## config.mk

```make
export PLATFORM = sky130hd
export DESIGN_NAME = video_acc
export DESIGN_NICKNAME = d
export VERILOG_FILES = /design/src/hdl/video_acc_pkg.sv /design/src/hdl/sync_fifo.sv /design/src/hdl/inst_decoder.sv /design/src/hdl/mem_read_mover.sv /design/src/hdl/mem_write_mover.sv /design/src/hdl/video_acc.sv
export SDC_FILE = /design/constraint.sdc
export NUM_CORES = 2
export LEC_CHECK = 0
export ABC_AREA = 1
export BUFFER_PORTS_ARGS = -buffer_cell sky130_fd_sc_hd__buf_2
export CAP_MARGIN = 20
export CORE_AREA = 2 2 405 407
export CTS_CLUSTER_DIAMETER = 40
export DETAILED_ROUTE_END_ITERATION = 8
export DIE_AREA = 0 0 407 409
export SYNTH_ARGS = -nofsm -noshare
export SYNTH_HDL_FRONTEND = slang
export SYNTH_SLANG_ARGS = --single-unit
```

## constraint.sdc

```tcl
create_clock -name clk -period 15.8 [get_ports clk]
set_input_delay 3.16 -clock clk [delete_from_list [all_inputs] [get_ports clk]]
set_output_delay 3.16 -clock clk [all_outputs]
set_load 0.1 [all_outputs]
```

## src/hdl/video_acc_pkg.sv

```systemverilog
package video_acc_pkg;

   // Widths of the instruction, data and address paths
   localparam int INST_W      = 32;
   localparam int DATA_W      = 64;
   localparam int ADDR_W      = 64;
   localparam int LEN_W       = 13;
   localparam int WORD_BYTES  = DATA_W / 8;
   localparam int WORD_SHIFT  = $clog2(WORD_BYTES);
   localparam int BLOCK_SHIFT = 6;

   typedef logic [INST_W-1:0] inst_t;
   typedef logic [DATA_W-1:0] data_t;
   typedef logic [ADDR_W-1:0] addr_t;
   typedef logic [LEN_W-1:0]  len_t;

   // Transfer size in data words, wide enough for the largest length
   localparam int WORDS_W = $bits(len_t) - WORD_SHIFT;
   typedef logic [WORDS_W-1:0] words_t;

   typedef enum logic [5:0] {
      OP_NOP       = 6'd0,
      OP_MOV       = 6'd1,
      OP_LOAD_FULL = 6'd2,
      OP_LOAD_LOW  = 6'd3
   } opcode_t;

   // Attribute values selecting the base address a load writes
   localparam logic [4:0] ATTR_RD_BASE = 5'd0;
   localparam logic [4:0] ATTR_WR_BASE = 5'd1;

   // Instruction field positions
   localparam int OP_LSB   = 0;
   localparam int OP_MSB   = 5;
   localparam int SRC_LSB  = 6;
   localparam int SRC_MSB  = 12;
   localparam int DST_LSB  = 13;
   localparam int DST_MSB  = 19;
   localparam int LEN_LSB  = 20;
   localparam int LEN_MSB  = 26;
   localparam int ATTR_LSB = 27;
   localparam int ATTR_MSB = 31;

   // Base address bits replaced by LOAD_LOW
   localparam int LOW_LSB = 6;
   localparam int LOW_MSB = 26;

endpackage

```

## src/hdl/sync_fifo.sv

```systemverilog
`timescale 1ns/1ns

module sync_fifo #(
   parameter type payload_t = logic [31:0],
   parameter int  DEPTH     = 8
) (
   input  logic     clk,
   input  logic     rst,
   input  logic     push,
   input  payload_t push_data,
   input  logic     pop,
   output payload_t head,
   output logic     empty,
   output logic     full
);

   localparam int PTR_W = (DEPTH > 1) ? $clog2(DEPTH) : 1;
   localparam int CNT_W = $clog2(DEPTH + 1);

   payload_t         mem [DEPTH];
   logic [PTR_W-1:0] rd_ptr;
   logic [PTR_W-1:0] wr_ptr;
   logic [CNT_W-1:0] count;
   logic             do_push;
   logic             do_pop;

   function automatic logic [PTR_W-1:0] next_ptr(input logic [PTR_W-1:0] ptr);
      if (ptr == PTR_W'(DEPTH - 1)) begin
         return '0;
      end
      return ptr + 1'b1;
   endfunction

   assign do_push = push && !full;
   assign do_pop  = pop && !empty;
   assign empty   = (count == '0);
   assign full    = (count == CNT_W'(DEPTH));

   // Show-ahead output, the oldest entry is always visible
   assign head = mem[rd_ptr];

   always_ff @(posedge clk) begin
      if (do_push) begin
         mem[wr_ptr] <= push_data;
      end
   end

   always_ff @(posedge clk or posedge rst) begin
      if (rst) begin
         rd_ptr <= '0;
         wr_ptr <= '0;
         count  <= '0;
      end else begin
         if (do_push) begin
            wr_ptr <= next_ptr(wr_ptr);
         end
         if (do_pop) begin
            rd_ptr <= next_ptr(rd_ptr);
         end
         if (do_push && !do_pop) begin
            count <= count + 1'b1;
         end else if (do_pop && !do_push) begin
            count <= count - 1'b1;
         end
      end
   end

endmodule

```

## src/hdl/inst_decoder.sv

```systemverilog
`timescale 1ns/1ns

module inst_decoder import video_acc_pkg::*; (
   input  logic   clk,
   input  logic   rst,
   input  inst_t  inst_head,
   input  logic   inst_empty,
   output logic   inst_pop,
   output logic   start,
   output addr_t  rd_addr,
   output addr_t  wr_addr,
   output words_t xfer_words,
   input  logic   xfer_done
);

   typedef enum logic [2:0] {
      ST_IDLE,
      ST_FULL_LOW,
      ST_FULL_HIGH,
      ST_LAUNCH,
      ST_WAIT
   } state_t;

   // Clears the sub-block bits of a LOAD_FULL low word
   localparam inst_t ALIGN_MASK = inst_t'((1 << BLOCK_SHIFT) - 1);

   state_t     state;
   addr_t      base_rd;
   addr_t      base_wr;
   logic [4:0] load_attr;
   logic       retire;

   opcode_t    op;
   logic [4:0] attr;
   addr_t      src_off;
   addr_t      dst_off;
   len_t       len_bytes;

   // Field decode of the instruction at the FIFO head
   assign op        = opcode_t'(inst_head[OP_MSB:OP_LSB]);
   assign attr      = inst_head[ATTR_MSB:ATTR_LSB];
   assign src_off   = addr_t'(inst_head[SRC_MSB:SRC_LSB]) << BLOCK_SHIFT;
   assign dst_off   = addr_t'(inst_head[DST_MSB:DST_LSB]) << BLOCK_SHIFT;
   assign len_bytes = len_t'(inst_head[LEN_MSB:LEN_LSB]) << BLOCK_SHIFT;

   assign start = (state == ST_LAUNCH);

   always_comb begin
      inst_pop = 1'b0;
      case (state)
         ST_IDLE: begin
            if (!inst_empty) begin
               case (op)
                  // A MOV stays at the head until its transfer is written
                  OP_MOV: inst_pop = (len_bytes == '0);
                  // Loads, NOP and unknown opcodes leave at once
                  default: inst_pop = 1'b1;
               endcase
            end
         end
         ST_FULL_LOW, ST_FULL_HIGH: inst_pop = !inst_empty;
         ST_WAIT: inst_pop = retire;
         default: inst_pop = 1'b0;
      endcase
   end

   always_ff @(posedge clk or posedge rst) begin
      if (rst) begin
         state     <= ST_IDLE;
         base_rd   <= '0;
         base_wr   <= '0;
         load_attr <= '0;
         retire    <= 1'b0;
      end else begin
         case (state)
            ST_IDLE: begin
               if (!inst_empty) begin
                  case (op)
                     OP_MOV: begin
                        if (len_bytes != '0) begin
                           state <= ST_LAUNCH;
                        end
                     end
                     OP_LOAD_FULL: begin
                        load_attr <= attr;
                        state     <= ST_FULL_LOW;
                     end
                     OP_LOAD_LOW: begin
                        if (attr == ATTR_RD_BASE) begin
                           base_rd[LOW_MSB:LOW_LSB] <= inst_head[LOW_MSB:LOW_LSB];
                        end else if (attr == ATTR_WR_BASE) begin
                           base_wr[LOW_MSB:LOW_LSB] <= inst_head[LOW_MSB:LOW_LSB];
                        end
                     end
                     default: ;
                  endcase
               end
            end
            ST_FULL_LOW: begin
               if (!inst_empty) begin
                  if (load_attr == ATTR_RD_BASE) begin
                     base_rd[INST_W-1:0] <= inst_head & ~ALIGN_MASK;
                  end else if (load_attr == ATTR_WR_BASE) begin
                     base_wr[INST_W-1:0] <= inst_head & ~ALIGN_MASK;
                  end
                  state <= ST_FULL_HIGH;
               end
            end
            ST_FULL_HIGH: begin
               if (!inst_empty) begin
                  if (load_attr == ATTR_RD_BASE) begin
                     base_rd[ADDR_W-1:INST_W] <= inst_head;
                  end else if (load_attr == ATTR_WR_BASE) begin
                     base_wr[ADDR_W-1:INST_W] <= inst_head;
                  end
                  state <= ST_IDLE;
               end
            end
            ST_LAUNCH: begin
               retire <= 1'b0;
               state  <= ST_WAIT;
            end
            ST_WAIT: begin
               // Pop one cycle after the write mover reports the last word
               if (retire) begin
                  retire <= 1'b0;
                  state  <= ST_IDLE;
               end else if (xfer_done) begin
                  retire <= 1'b1;
               end
            end
            default: state <= ST_IDLE;
         endcase
      end
   end

   // Transfer parameters latched when a MOV is seen
   always_ff @(posedge clk) begin
      if (state == ST_IDLE && !inst_empty && op == OP_MOV) begin
         rd_addr    <= base_rd + src_off;
         wr_addr    <= base_wr + dst_off;
         xfer_words <= words_t'(len_bytes >> WORD_SHIFT);
      end
   end

endmodule

```

## src/hdl/mem_read_mover.sv

```systemverilog
`timescale 1ns/1ns

module mem_read_mover import video_acc_pkg::*; #(
   parameter int DATA_DEPTH = 16
) (
   input  logic   clk,
   input  logic   rst,
   input  logic   start,
   input  addr_t  rd_addr,
   input  words_t xfer_words,
   input  logic   buf_pop,
   output logic   mem_rd_en,
   output addr_t  mem_rd_addr
);

   localparam int CREDIT_W = $clog2(DATA_DEPTH + 1);

   addr_t               next_addr;
   words_t              remaining;
   logic [CREDIT_W-1:0] credit;
   logic                issue;

   // Credit counts free buffer slots not yet claimed by an outstanding read
   assign issue       = (remaining != '0) && (credit != '0);
   assign mem_rd_en   = issue;
   assign mem_rd_addr = next_addr;

   always_ff @(posedge clk or posedge rst) begin
      if (rst) begin
         remaining <= '0;
         credit    <= CREDIT_W'(DATA_DEPTH);
      end else begin
         if (start) begin
            remaining <= xfer_words;
         end else if (issue) begin
            remaining <= remaining - 1'b1;
         end

         case ({issue, buf_pop})
            2'b10: credit <= credit - 1'b1;
            2'b01: credit <= credit + 1'b1;
            default: ;
         endcase
      end
   end

   always_ff @(posedge clk) begin
      if (start) begin
         next_addr <= rd_addr;
      end else if (issue) begin
         next_addr <= next_addr + addr_t'(WORD_BYTES);
      end
   end

endmodule

```

## src/hdl/mem_write_mover.sv

```systemverilog
`timescale 1ns/1ns

module mem_write_mover import video_acc_pkg::*; (
   input  logic   clk,
   input  logic   rst,
   input  logic   start,
   input  addr_t  wr_addr,
   input  words_t xfer_words,
   input  data_t  buf_head,
   input  logic   buf_empty,
   output logic   buf_pop,
   output logic   mem_wr_en,
   output addr_t  mem_wr_addr,
   output data_t  mem_wr_data,
   input  logic   mem_wr_ready,
   output logic   xfer_done
);

   addr_t  addr_q;
   words_t remaining;

   // Head of the buffer is held until memory accepts it
   assign mem_wr_en   = !buf_empty;
   assign mem_wr_addr = addr_q;
   assign mem_wr_data = buf_head;
   assign buf_pop     = mem_wr_en && mem_wr_ready;

   // Last word of the transfer accepted
   assign xfer_done = buf_pop && (remaining == words_t'(1));

   always_ff @(posedge clk or posedge rst) begin
      if (rst) begin
         remaining <= '0;
      end else if (start) begin
         remaining <= xfer_words;
      end else if (buf_pop) begin
         remaining <= remaining - 1'b1;
      end
   end

   always_ff @(posedge clk) begin
      if (start) begin
         addr_q <= wr_addr;
      end else if (buf_pop) begin
         addr_q <= addr_q + addr_t'(WORD_BYTES);
      end
   end

endmodule

```

## src/hdl/video_acc.sv

```systemverilog
`timescale 1ns/1ns

module video_acc import video_acc_pkg::*; #(
   parameter int INST_DEPTH = 8,
   parameter int DATA_DEPTH = 16
) (
   input  logic  clk,
   input  logic  rst,
   input  logic  inst_wr_en,
   input  inst_t inst_wr_data,
   output logic  inst_full,
   output logic  mem_rd_en,
   output addr_t mem_rd_addr,
   input  logic  mem_rd_valid,
   input  data_t mem_rd_data,
   output logic  mem_wr_en,
   output addr_t mem_wr_addr,
   output data_t mem_wr_data,
   input  logic  mem_wr_ready,
   output logic  cmd_done
);

   inst_t  inst_head;
   logic   inst_empty;
   logic   inst_pop;
   logic   start;
   addr_t  rd_addr;
   addr_t  wr_addr;
   words_t xfer_words;
   data_t  buf_head;
   logic   buf_empty;
   logic   buf_pop;

   // Host instructions, dropped by the FIFO when it is full
   sync_fifo #(
      .payload_t (inst_t),
      .DEPTH     (INST_DEPTH)
   ) inst_fifo (
      .clk       (clk),
      .rst       (rst),
      .push      (inst_wr_en),
      .push_data (inst_wr_data),
      .pop       (inst_pop),
      .head      (inst_head),
      .empty     (inst_empty),
      .full      (inst_full)
   );

   inst_decoder decoder (
      .clk        (clk),
      .rst        (rst),
      .inst_head  (inst_head),
      .inst_empty (inst_empty),
      .inst_pop   (inst_pop),
      .start      (start),
      .rd_addr    (rd_addr),
      .wr_addr    (wr_addr),
      .xfer_words (xfer_words),
      .xfer_done  (cmd_done)
   );

   mem_read_mover #(
      .DATA_DEPTH (DATA_DEPTH)
   ) rd_mover (
      .clk         (clk),
      .rst         (rst),
      .start       (start),
      .rd_addr     (rd_addr),
      .xfer_words  (xfer_words),
      .buf_pop     (buf_pop),
      .mem_rd_en   (mem_rd_en),
      .mem_rd_addr (mem_rd_addr)
   );

   // Read data lands here directly, credit keeps it from overflowing
   sync_fifo #(
      .payload_t (data_t),
      .DEPTH     (DATA_DEPTH)
   ) data_buf (
      .clk       (clk),
      .rst       (rst),
      .push      (mem_rd_valid),
      .push_data (mem_rd_data),
      .pop       (buf_pop),
      .head      (buf_head),
      .empty     (buf_empty),
      .full      ()
   );

   mem_write_mover wr_mover (
      .clk          (clk),
      .rst          (rst),
      .start        (start),
      .wr_addr      (wr_addr),
      .xfer_words   (xfer_words),
      .buf_head     (buf_head),
      .buf_empty    (buf_empty),
      .buf_pop      (buf_pop),
      .mem_wr_en    (mem_wr_en),
      .mem_wr_addr  (mem_wr_addr),
      .mem_wr_data  (mem_wr_data),
      .mem_wr_ready (mem_wr_ready),
      .xfer_done    (cmd_done)
   );

endmodule

```

==> results.cfg <==
[logic_synthesis]
yosysWarnings = 0
syn_inst = 6399
synth_xor_xnor_area_share_pct = 2.69
synthDistinctLibCells = 52
synth_area_um2 = 72600
synthSimpleGateAreaFrac_pct = 15.4
synth_top_area_share_pct = 63.1
synth_ff_type = edfxtp_1
ys_seq_area_share_pct = 69.0
synth_mux_area_share_pct = 0.0155
synthAdderAreaFrac_pct = 0.810
ys_top_cells_by_area = edfxtp_1 63%, nand2_1 7.1%, dfrtp_1 5.9%, o21ai_0 4.0%, nor2_1 3.8%
yosysTopAreaCell = edfxtp_1
synth_edf_count = 1525
syn_avg_cell_area_um2 = 11.3
synth_top_family_by_area = simple AND/OR/NAND/NOR gates
synth-compound-area-share_pct = 8.37
synth_async_sr_flop_share_pct = 10.2
ys_seq_elements = 1698

[grt]
grt_use_met2_pct = 36.0
grt.total_usage_pct = 24.2
grt-ovfl-total = 0
grt_use_met1_pct = 35.2
antenna_found_initial = 28
busiest_layer = met2
use_met3_pct = 5.27
grt_max_degree = 242
grt_pass1_wl_mm = 302
grt_pass1_vias = 48600

[layout]
fin_nets = 6855
area_delta_synth_final_pct = 16.9
layout-drive-gt1-share_pct = 12.6
final_core_utilization_pct = 52.4
final_cell_count_no_fill = 9112

[clocking]
cts_resized = 0
clk_pin_slew_ps = 60
htreeDepth = 4
cts.sinks = 1698
postCtsSetupBuffers = 0
cts_tree = built
cts.path.max_buffers = 3
cts_root_buf = clkbuf_16
cts_made_buffers = 238
clock_latency_ps = 890
ctsHoldBuffers = 0

[worst_setup_path]
end_kind = output pin
worstPathArrival_ps = 5610
cp.required_ps = 12640
start_kind = flop
worst-setup-path-type = flop to output pin
crit_path_max_fanout = 241

[run_status]
outcome = completed

[floorplanning]
die-area_um2 = 166000
io_pins = 297
core_area_um2 = 162000
die_height_um = 409
rows = 148
die_w_um = 407
initial_core_util_pct = 44.8

[drt]
drt_iter0_markers = 5203
vias_per_cell = 5.53
wirelength_mm = 204
detail-route-antenna-nets = 0
drcViolationCount = 0
num_vias = 50400
detail_route.wl_per_cell_um = 22.4
dr.pass1.iters = 6

[sta]
fmax_ghz = 0.114
final-setup-viol-count = 0
slew-limit-headroom_pct = 17.1
fin_skew_ps = 77.1
final-hold-violation-count = 0
period_share_pct = 55.5
fin_crit_ps = 8770
worstMarginPinSlew_ps = 1240
setup_tns_ps = 0
slew_violations = 0
rsz0062_at_grt = false

[min_path]
hold_class = flop to flop

[placement]
routabilityCongestion = 0.903
port_buffers = 290
dp.cells = 8643
dp_hpwl_mm = 118

[power_and_ir_drop]
power_density_nw_per_um2 = 232
p_leak_nw = 30.8
ir_worst_vdd_v = 0.000254
p_total_mw = 19.7

[job]
cap_violations = 0
==> per-stage QoR <==
step	cell area [um^2]	setup slack, ps	hold slack (ps)
floorplan	72600	2160	448
global placement	76400	8180	464
detailed placement	76400	8080	466
CTS	84800	7160	484
global route	84800	6810	510
finish	84900	7030	480
==> sequential cells by signal, indices dropped and copies added (netlist names), 7 cells and up <==
signal / cells
decoder.base_wr: 58
decoder.base_rd: 58
data_buf.mem: 1024
decoder.rd_addr: 58
wr_mover.mem_wr_addr: 61
decoder.wr_addr: 58
wr_mover.remaining: 10
rd_mover.mem_rd_addr: 61
decoder.xfer_words: 7
rd_mover.remaining: 10
inst_fifo.mem: 256
==> synth_stat cells, types with 34 or more instances <==
| cell type | instances |
|---|---|
| a21oi_1 | 199 |
| a221oi_1 | 77 |
| buf_2 | 34 |
| clkbuf_1 | 234 |
| dfrtp_1 | 172 |
| edfxtp_1 | 1525 |
| ha_1 | 39 |
| inv_1 | 336 |
| nand2_1 | 1378 |
| nand3_1 | 330 |
| nand4_1 | 121 |
| nor2_1 | 733 |
| nor3_1 | 90 |
| o21ai_0 | 574 |
| o221ai_1 | 55 |
| o22ai_1 | 90 |
| xnor2_1 | 73 |
| xor2_1 | 150 |
==> report_power, final <==
group	internal, mW	switching (mW)
Clock	3.25	2.20
Sequential	5.81	0.611
Combinational	1.59	6.23
==> layout make-up <==
type / count / area [um^2]
fillers: 14000 / 77200
flip-flops and latches: 1698 / 50100
multi-input cells: 4056 / 20100
clock buffers: 257 / 6050
well taps: 2175 / 2720
clock inverters: 198 / 2350
repair buffers: 373 / 2160
inverters: 343 / 1320
diodes: 12 / 30.0
==> placed cells by master (no fill, tap or decap), types with 9 or more instances in the layout <==
cell type	count
nor3_1	89
xor2_1	150
dfrtp_1	166
o21ai_1	12
nand3_1	330
nand2_1	1375
bufinv_16	24
a31oi_1	29
nor2_4	25
or2_2	9
nor2_1	706
clkinv_2	29
o221ai_1	55
o22ai_1	90
ha_1	39
a21oi_1	199
edfxtp_1	1525
inv_6	42
diode_2	12
xnor2_1	73
buf_4	77
inv_8	17
clkbuf_16	238
nand4_1	121
clkinvlp_4	28
nor4_1	22
a221oi_1	77
buf_2	290
nor2_2	12
o21ai_0	574
clkinv_1	23
inv_1	332
clkinv_4	24
clkbuf_1	17
clkinv_16	13
==> critical path: stages, from the launching register on <==
cell and delay [ps]:
dfrtp_4 700, inv_8 650, buf_12 730, buf_4 820, nand2_1 130, a221oi_1 330
o21ai_0 140, nand2_1 140, buf_2 430
==> path summary, 6_finish.rpt <==
kind	to	slack, ps	depth (start not counted)	start
max	mem_wr_data[5]	7030	8	data_buf.rd_ptr[0]
min	decoder.base_rd[10]	480	2	decoder.base_rd[10]
max reg2reg	decoder.wr_addr[58]	10070	17	inst_fifo.rd_ptr[1]
min reg2reg	decoder.base_rd[10]	480	2	decoder.base_rd[10]
max in group asynchronous	decoder.base_rd[41]	12170	4	rst
min in group asynchronous	data_buf.wr_ptr[3]	2390	2	rst
==> routing by layer <==
layer	wire (um)	up-vias
li1	-	23300
met1	89900	24700
met2	90800	1918
met3	17100	407
met4	5850	28
met5	189	-
==> cell families (layout without fill, tap and decap cells) <==
group,after synthesis,in the layout
simple gates,2715,2715
flops,1698,1698
compound gates,1067,1067
buf+inv,650,1171
xor+xnor,223,223
fa+ha+maj,44,44
other cells,1,18
mux,1,1
No activity file was read; power rests on OpenSTA's default activity.
